$ cat config.mk
export PLATFORM = sky130hd
export DESIGN_NAME = memCtrl
export DESIGN_NICKNAME = d
export VERILOG_FILES = /design/src/source/memPkg.sv /design/src/source/memArbiter.sv /design/src/source/byteSequencer.sv /design/src/source/wordAssembler.sv /design/src/source/memCtrl.sv
export VERILOG_INCLUDE_DIRS = /design/src /design/src/source
export SDC_FILE = /design/constraint.sdc
export NUM_CORES = 1
export LEC_CHECK = 0
export BUFFER_PORTS_ARGS = -buffer_cell sky130_fd_sc_hd__buf_2
export CAP_MARGIN = 20
export CORE_MARGIN = 5
export CORE_UTILIZATION = 45
export DETAILED_ROUTE_END_ITERATION = 16
export GPL_TIMING_DRIVEN = 0
export MAX_ROUTING_LAYER = met4
export PLACE_DENSITY = 0.69
export SYNTH_ARGS = -nofsm -noshare
export SYNTH_HDL_FRONTEND = slang
export SYNTH_SLANG_ARGS = --single-unit
$ cat constraint.sdc
create_clock -name clk -period 6.6 [get_ports clk]
set_input_delay 0.66 -clock clk [delete_from_list [all_inputs] [get_ports clk]]
set_output_delay 0.66 -clock clk [all_outputs]
set_load 0.005 [all_outputs]
$ cat src/source/memCtrl_settings.svh
`ifndef MEM_CTRL_SETTINGS_SVH
`define MEM_CTRL_SETTINGS_SVH

// address bus to the RAM
`define MEM_ADDR_WIDTH 32

// word seen by the processor side
`define MEM_WORD_WIDTH 32

// the RAM is byte wide
`define MEM_BYTE_WIDTH 8

// instruction fetch always reads a full word
`define MEM_FETCH_BYTES 4

`endif

$ cat src/source/memPkg.sv
`include "memCtrl_settings.svh"

package memPkg;

    // access currently walked on the RAM port
    typedef enum logic [1:0] {
        accIdle,
        accFetch,
        accLoad,
        accStore
    } accessT;

    // who holds the memory port
    typedef enum logic [1:0] {
        ownFree  = 2'b00,
        ownData  = 2'b01,
        ownFetch = 2'b10
    } ownerT;

    typedef logic [`MEM_WORD_WIDTH-1:0] wordT;
    // access length in bytes, 1, 2 or 4
    typedef logic [2:0] lenT;
    typedef logic [`MEM_BYTE_WIDTH-1:0] byteT;

endpackage

$ cat src/source/memArbiter.sv
`timescale 1ns/10ps
`include "memCtrl_settings.svh"

module memArbiter (
    input  logic            clk,
    input  logic            rst,
    input  logic            stall,
    input  logic            dataEn,
    input  logic            dataStore,
    input  memPkg::lenT     dataLen,
    input  memPkg::wordT    dataAddr,
    input  memPkg::wordT    dataWr,
    input  logic            fetchEn,
    input  memPkg::wordT    fetchAddr,
    input  logic            finish,
    output logic            start,
    output memPkg::accessT  access,
    output memPkg::wordT    baseAddr,
    output memPkg::wordT    storeWord,
    output memPkg::lenT     len,
    output memPkg::ownerT   owner
);
    logic busy;
    // one dead cycle after each access so the requester can drop its enable
    logic cool;

    always_ff @(posedge clk) begin
        if (rst) begin
            start    <= 1'b0;
            busy     <= 1'b0;
            cool     <= 1'b0;
            access   <= memPkg::accIdle;
            owner    <= memPkg::ownFree;
            baseAddr <= '0;
        end else if (!stall) begin
            start <= 1'b0;
            if (busy) begin
                if (finish) begin
                    busy   <= 1'b0;
                    cool   <= 1'b1;
                    access <= memPkg::accIdle;
                    owner  <= memPkg::ownFree;
                end
            end else if (cool) begin
                cool <= 1'b0;
            end else if (dataEn) begin
                // data side wins a collision
                busy     <= 1'b1;
                start    <= 1'b1;
                access   <= dataStore ? memPkg::accStore : memPkg::accLoad;
                owner    <= memPkg::ownData;
                baseAddr <= dataAddr;
            end else if (fetchEn) begin
                busy     <= 1'b1;
                start    <= 1'b1;
                access   <= memPkg::accFetch;
                owner    <= memPkg::ownFetch;
                baseAddr <= fetchAddr;
            end
        end
    end

    // request operands
    always_ff @(posedge clk) begin
        if (!stall && !busy && !cool) begin
            if (dataEn) begin
                storeWord <= dataWr;
                len       <= dataLen;
            end else if (fetchEn) begin
                len <= memPkg::lenT'(`MEM_FETCH_BYTES);
            end
        end
    end

    assert property (@(posedge clk) disable iff (rst)
        (busy && (access == memPkg::accLoad || access == memPkg::accStore))
        |-> len inside {3'd1, 3'd2, 3'd4});

endmodule

$ cat src/source/byteSequencer.sv
`timescale 1ns/10ps
`include "memCtrl_settings.svh"

module byteSequencer (
    input  logic            clk,
    input  logic            rst,
    input  logic            stall,
    input  logic            start,
    input  memPkg::accessT  access,
    input  memPkg::wordT    baseAddr,
    input  memPkg::wordT    storeWord,
    input  memPkg::lenT     len,
    output logic            memWe,
    output memPkg::wordT    memAddr,
    output memPkg::byteT    memWr,
    output logic            capture,
    output logic            last,
    output memPkg::lenT     index,
    output logic            finish
);
    logic         busy;
    memPkg::lenT  count;
    memPkg::lenT  cur;
    logic         issue;
    logic         lastNow;
    logic         isRead;
    logic         isStore;
    // read side runs one cycle behind the address
    logic         capDly;
    logic         lastDly;
    memPkg::lenT  indexDly;

    assign isRead  = (access == memPkg::accLoad) || (access == memPkg::accFetch);
    assign isStore = (access == memPkg::accStore);

    // byte 0 goes out in the start cycle itself
    assign issue   = start || busy;
    assign cur     = start ? '0 : count;
    assign lastNow = issue && (cur == len - 3'd1);

    assign memAddr = baseAddr + `MEM_ADDR_WIDTH'(cur);
    assign memWe   = issue && isStore && !stall;
    assign memWr   = (issue && isStore) ?
                     storeWord[cur[1:0] * `MEM_BYTE_WIDTH +: `MEM_BYTE_WIDTH] : '0;

    always_ff @(posedge clk) begin
        if (rst) begin
            busy     <= 1'b0;
            count    <= '0;
            capDly   <= 1'b0;
            lastDly  <= 1'b0;
            indexDly <= '0;
        end else if (!stall) begin
            capDly   <= issue && isRead;
            lastDly  <= lastNow && isRead;
            indexDly <= cur;
            if (issue) begin
                if (lastNow) begin
                    busy  <= 1'b0;
                    count <= '0;
                end else begin
                    busy  <= 1'b1;
                    count <= cur + 3'd1;
                end
            end
        end
    end

    // stores complete with the last write, reads when the last byte returns
    assign capture = isRead ? capDly : (issue && isStore);
    assign last    = isRead ? lastDly : lastNow;
    assign index   = isRead ? indexDly : cur;
    assign finish  = (isRead ? (capDly && lastDly) : (isStore && lastNow)) && !stall;

    assert property (@(posedge clk) disable iff (rst)
        busy |-> (count != '0) && (count < len));

    // no write strobe from the start of a read until it completes
    assert property (@(posedge clk) disable iff (rst)
        (start && isRead && !stall) |-> !memWe until_with finish);

endmodule

$ cat src/source/wordAssembler.sv
`timescale 1ns/10ps
`include "memCtrl_settings.svh"

module wordAssembler (
    input  logic            clk,
    input  logic            rst,
    input  logic            stall,
    input  logic            capture,
    input  logic            last,
    input  memPkg::lenT     index,
    input  memPkg::accessT  access,
    input  memPkg::byteT    memRd,
    output logic            dataDone,
    output memPkg::wordT    dataRd,
    output logic            fetchDone,
    output memPkg::wordT    fetchInst
);
    memPkg::wordT  buffer;
    memPkg::wordT  baseWord;
    memPkg::wordT  assembled;
    memPkg::wordT  dataReg;
    memPkg::wordT  instReg;
    logic          capValid;
    logic          isRead;
    logic          loadHit;
    logic          fetchHit;
    logic          storeHit;

    assign capValid = capture && !stall;
    assign isRead   = (access == memPkg::accLoad) || (access == memPkg::accFetch);

    // start from zero at byte 0 so short loads come out zero-extended
    assign baseWord  = (index == '0) ? '0 : buffer;
    assign assembled = baseWord |
                       (memPkg::wordT'(memRd) << (index[1:0] * `MEM_BYTE_WIDTH));

    assign loadHit  = capValid && last && (access == memPkg::accLoad);
    assign fetchHit = capValid && last && (access == memPkg::accFetch);
    assign storeHit = capValid && last && (access == memPkg::accStore);

    always_ff @(posedge clk) begin
        if (capValid && isRead) begin
            buffer <= assembled;
        end
    end

    always_ff @(posedge clk) begin
        if (rst) begin
            dataReg <= '0;
            instReg <= '0;
        end else begin
            if (loadHit) begin
                dataReg <= assembled;
            end
            if (fetchHit) begin
                instReg <= assembled;
            end
        end
    end

    // the finished word bypasses the register in its done cycle
    assign dataDone  = loadHit || storeHit;
    assign dataRd    = loadHit ? assembled : dataReg;
    assign fetchDone = fetchHit;
    assign fetchInst = fetchHit ? assembled : instReg;

    assert property (@(posedge clk) disable iff (rst) !(dataDone && fetchDone));

endmodule

$ cat src/source/memCtrl.sv
`timescale 1ns/10ps

module memCtrl (
    input  logic            clk,
    input  logic            rst,
    input  logic            rdy,
    input  logic            ioBufferFull,
    input  logic            dataEn,
    input  logic            dataStore,
    input  memPkg::lenT     dataLen,
    input  memPkg::wordT    dataAddr,
    input  memPkg::wordT    dataWr,
    input  logic            fetchEn,
    input  memPkg::wordT    fetchAddr,
    input  memPkg::byteT    memRd,
    output logic            memWe,
    output memPkg::wordT    memAddr,
    output memPkg::byteT    memWr,
    output logic            dataDone,
    output memPkg::wordT    dataRd,
    output logic            fetchDone,
    output memPkg::wordT    fetchInst,
    output memPkg::ownerT   owner
);
    logic            stall;
    logic            start;
    logic            finish;
    memPkg::accessT  access;
    memPkg::wordT    baseAddr;
    memPkg::wordT    storeWord;
    memPkg::lenT     len;
    logic            capture;
    logic            last;
    memPkg::lenT     index;

    // whole controller freezes on either condition
    assign stall = !rdy || ioBufferFull;

    memArbiter i_arbiter (
        .clk       (clk),
        .rst       (rst),
        .stall     (stall),
        .dataEn    (dataEn),
        .dataStore (dataStore),
        .dataLen   (dataLen),
        .dataAddr  (dataAddr),
        .dataWr    (dataWr),
        .fetchEn   (fetchEn),
        .fetchAddr (fetchAddr),
        .finish    (finish),
        .start     (start),
        .access    (access),
        .baseAddr  (baseAddr),
        .storeWord (storeWord),
        .len       (len),
        .owner     (owner)
    );

    byteSequencer i_sequencer (
        .clk       (clk),
        .rst       (rst),
        .stall     (stall),
        .start     (start),
        .access    (access),
        .baseAddr  (baseAddr),
        .storeWord (storeWord),
        .len       (len),
        .memWe     (memWe),
        .memAddr   (memAddr),
        .memWr     (memWr),
        .capture   (capture),
        .last      (last),
        .index     (index),
        .finish    (finish)
    );

    wordAssembler i_assembler (
        .clk       (clk),
        .rst       (rst),
        .stall     (stall),
        .capture   (capture),
        .last      (last),
        .index     (index),
        .access    (access),
        .memRd     (memRd),
        .dataDone  (dataDone),
        .dataRd    (dataRd),
        .fetchDone (fetchDone),
        .fetchInst (fetchInst)
    );

endmodule

==> impl_metrics.py <==
metrics = {
    "layout": {
        "fin_util": 0.5665,
        "areaGrowthSynthToFinish_pct": 22.92,
        "drive_gt1_frac": 0.3246,
        "final_nets": 1182,
    },
    "sta": {
        "max_freq_mhz": 204.0,
        "hold_viol": 0,
        "rsz0062_at_grt": "false",
        "worst_slew_pin_slew_ps": 832.4,
        "slew_headroom": 0.4451,
        "finalSetupTns_ps": 0,
        "finalCritPeriodShare": 0.7428,
        "finalSetupViolCount": 0,
        "fin_skew_ps": 12.75,
        "period_minus_slack_ps": 4903,
        "hold_slack_ps": 405.1,
        "maxSlewViolCount": 0,
    },
    "synth": {
        "ys.flop_type": "dfxtp_1",
        "synth_edf_count": 67,
        "postSynthCellCount": 816,
        "synth.area.top_cells": "dfxtp_1, edfxtp_1, mux2i_1, nand2b_1, mux2_2",
        "yosysTopAreaCellShare": 0.2453,
        "synth_top_cell_by_area": "dfxtp_1",
        "ys_seq_area_frac": 0.4675,
        "yosysWarnings": 0,
        "syn_nets": 939,
        "synth_seq_cells": 178,
        "syn_area_mm2": 0.009057,
        "ys_types": 57,
        "synthArstFlopShare": 0,
        "syn_area_per_cell_um2": 11.10,
    },
    "clock_tree": {
        "postCtsSetupBuffers": 0,
        "hold_buffers": 0,
        "clk_pin_slew_worst_paths_ps": 70,
        "clk_path_buf_depth": 2,
        "cts_resized": 0,
        "htreeDepth": 4,
        "cts_sinks": 178,
        "cts_buffers": 17,
        "cts_tree": "yes",
        "clk_latency_ps": 430,
        "clock-root-buffer": "clkbuf_16",
    },
    "worst_setup_path": {
        "worstSetupEndpointType": "output pin",
        "critical_path_arrival_ps": 4240,
        "slowest_delay_ps": 710,
        "cp-start-kind": "register",
        "slowest_stage": "nor4_1",
        "crit_chain": "clkbuf_1 -> nand2b_1 -> buf_2 -> inv_1 -> ha_1 -> inv_1 -> fa_1 -> nor2b_1 -> o21ai_1 -> nor4_1 -> nand4_1 -> xnor2_1 -> buf_2",
        "reg2regPathDepth": 11,
        "crit_type": "reg2out",
        "cp.required_ps": 5940,
        "worstPathMaxFanout": 10,
    },
    "die": {
        "die_h_um": 151.9,
        "core_area_mm2": 0.01965,
        "row_count": 51,
        "dieArea_mm2": 0.02306,
        "initial_core_util": 0.4608,
        "io_pins": 223,
        "die_w_um": 151.9,
    },
    "detailed_routing": {
        "drtPass1Iterations": 4,
        "drc": 0,
        "wl_mm": 23.64,
        "drtAntennaViolNets": 0,
        "viasPerCell": 5.173,
        "num_vias": 6922,
        "initialDrtViolationCount": 351,
        "wl_per_cell_um": 17.66,
    },
    "pwr": {
        "leakagePower_nw": 4.636,
        "power_density_mw_per_mm2": 218.7,
        "ir_drop_mv": 0.1841,
    },
    "placement": {
        "port_buffers": 221,
        "place.gp.congestion": 0.8464,
        "hpwl_mm": 17.87,
    },
    "global_routing": {
        "grt_pass1_vias": 7139,
        "gr-total-overflow": 0,
        "track_usage": 0.2065,
        "antenna_found_initial": 1,
        "grt_pass1_wl_mm": 37.58,
        "grt_max_degree": 19,
    },
    "min_path": {
        "hp-class": "in2reg",
        "hold_depth": 1,
    },
    "status": {
        "status": "complete, no violations",
    },
    "run": {
        "cap_violations": 0,
    },
}
[area by class of cell]
| cell class | instances | area, µm² |
|---|---|---|
| multi-input combinational | 566 | 4464 |
| fill | 1748 | 8521 |
| buffer | 57 | 307.8 |
| tap | 265 | 331.6 |
| antenna | 1 | 2.502 |
| clock buffer | 18 | 450.4 |
| sequential | 178 | 4234 |
| timing repair buffer | 224 | 1156 |
| inverter | 15 | 56.30 |
| clock inverter | 14 | 130.1 |
[power breakdown]
part | internal (mW) | switching [mW] | total [mW]
clock | 0.524 | 0.467 | 0.991
sequential | 1.17 | 0.0229 | 1.19
combinational | 0.114 | 0.141 | 0.255
total | 1.80 | 0.630 | 2.44
[cells in the mapped netlist (9+ instances only)]
library cell / count
buf_4: 10
buf_2: 9
nor2b_1: 9
nand2b_1: 105
nor2_1: 52
clkbuf_1: 28
mux2_1: 17
a22o_1: 32
edfxtp_1: 67
a21oi_1: 14
inv_1: 14
mux2_2: 47
nand3_1: 10
dfxtp_1: 111
a211oi_1: 49
xnor2_1: 25
mux2i_1: 105
nand2_1: 18
[path summary, 6_finish.rpt]
path | start | end | slack [ps]
hold / removal | dataWr[18] | i_arbiter.storeWord[18]$_DFFE_PP_ | 410
setup / recovery | i_sequencer.count[0]$_SDFFE_PP0P_ | memAddr[30] | 1700
hold reg to reg | i_assembler.instReg[26]$_SDFF_PP0_ | i_assembler.instReg[26]$_SDFF_PP0_ | 470
setup reg to reg | i_arbiter.start$_SDFFE_PP0N_ | i_sequencer.count[2]$_SDFFE_PP0P_ | 4000
[routing by layer]
layer / up-vias / wire [µm] / track usage / part of all wire
met1: 3236 / 10040 / 0.2528 / 0.42
li1: 3428 / - / - / -
met2: 234 / 11510 / 0.3374 / 0.49
met3: 24 / 1680 / 0.05595 / 0.071
met5: - / 0 / - / 0
met4: 0 / 410 / 0.05822 / 0.017
[kinds of logic after synthesis]
| group | share of synthesized area |
|---|---|
| AND/OR/NAND/NOR | 0.1464 |
| AO/OA/AOI/OAI | 0.1025 |
| flip-flops | 0.4675 |
| XOR/XNOR | 0.03454 |
| adder cells (fa/ha/maj) | 0.01326 |
| buffers and inverters | 0.04020 |
| multiplexers | 0.1956 |
[worst max-delay path, delay by kind of cell, from the launching register on]
| kind | cells | cell delay (ps) |
|---|---|---|
| compound gates | 1 | 190 |
| buf+inv | 5 | 1040 |
| fa+ha+maj | 2 | 590 |
| flops | 1 | 400 |
| simple gates | 4 | 1390 |
| xor+xnor | 1 | 210 |
[registers in the layout, summed over array words and instances (netlist names)]
register and count:
i_arbiter.baseAddr 32, i_arbiter.storeWord 32, i_assembler.buffer 32, i_assembler.dataReg 32, i_assembler.instReg 32, i_arbiter.len 3, i_sequencer.count 3, i_sequencer.indexDly 3
i_arbiter.owner 2, i_arbiter.access 1, i_arbiter.busy 1, i_arbiter.cool 1, i_arbiter.start 1, i_sequencer.busy 1, i_sequencer.capDly 1, i_sequencer.lastDly 1
[cell usage in the layout, fill, tap and decap left out, types with 4 or more instances in the layout]
cell | synthesis | layout
buf_2 | 9 | 230
dfxtp_1 | 111 | 111
nand2b_1 | 105 | 105
mux2i_1 | 105 | 105
edfxtp_1 | 67 | 67
nor2_1 | 52 | 52
a211oi_1 | 49 | 49
mux2_2 | 47 | 47
a22o_1 | 32 | 32
clkbuf_1 | 28 | 28
xnor2_1 | 25 | 25
nand2_1 | 18 | 18
clkbuf_16 | 0 | 18
mux2_1 | 17 | 17
inv_1 | 14 | 14
a21oi_1 | 14 | 14
buf_4 | 10 | 10
nand3_1 | 10 | 10
nor2b_1 | 9 | 9
buf_6 | 6 | 8
ha_1 | 8 | 8
xor2_1 | 7 | 7
inv_6 | 0 | 7
nand4_1 | 6 | 6
nor3_1 | 6 | 6
and2_1 | 5 | 5
buf_1 | 4 | 4
o21ai_0 | 4 | 4
[per-stage QoR]
step	cells	instance area [µm²]	total power [mW]	worst slack, ps
6_report	1338	11130	2.435	1697
5_1_grt	1338	11130	2.530	1260
4_1_cts	1337	11130	2.456	1641
3_5_place_dp	1305	10550	1.471	2125
3_3_place_gp	1302	10500	1.465	1376
2_1_floorplan	816	9057	1.362	2630
Note: power is estimated with default switching activity, not from simulation.
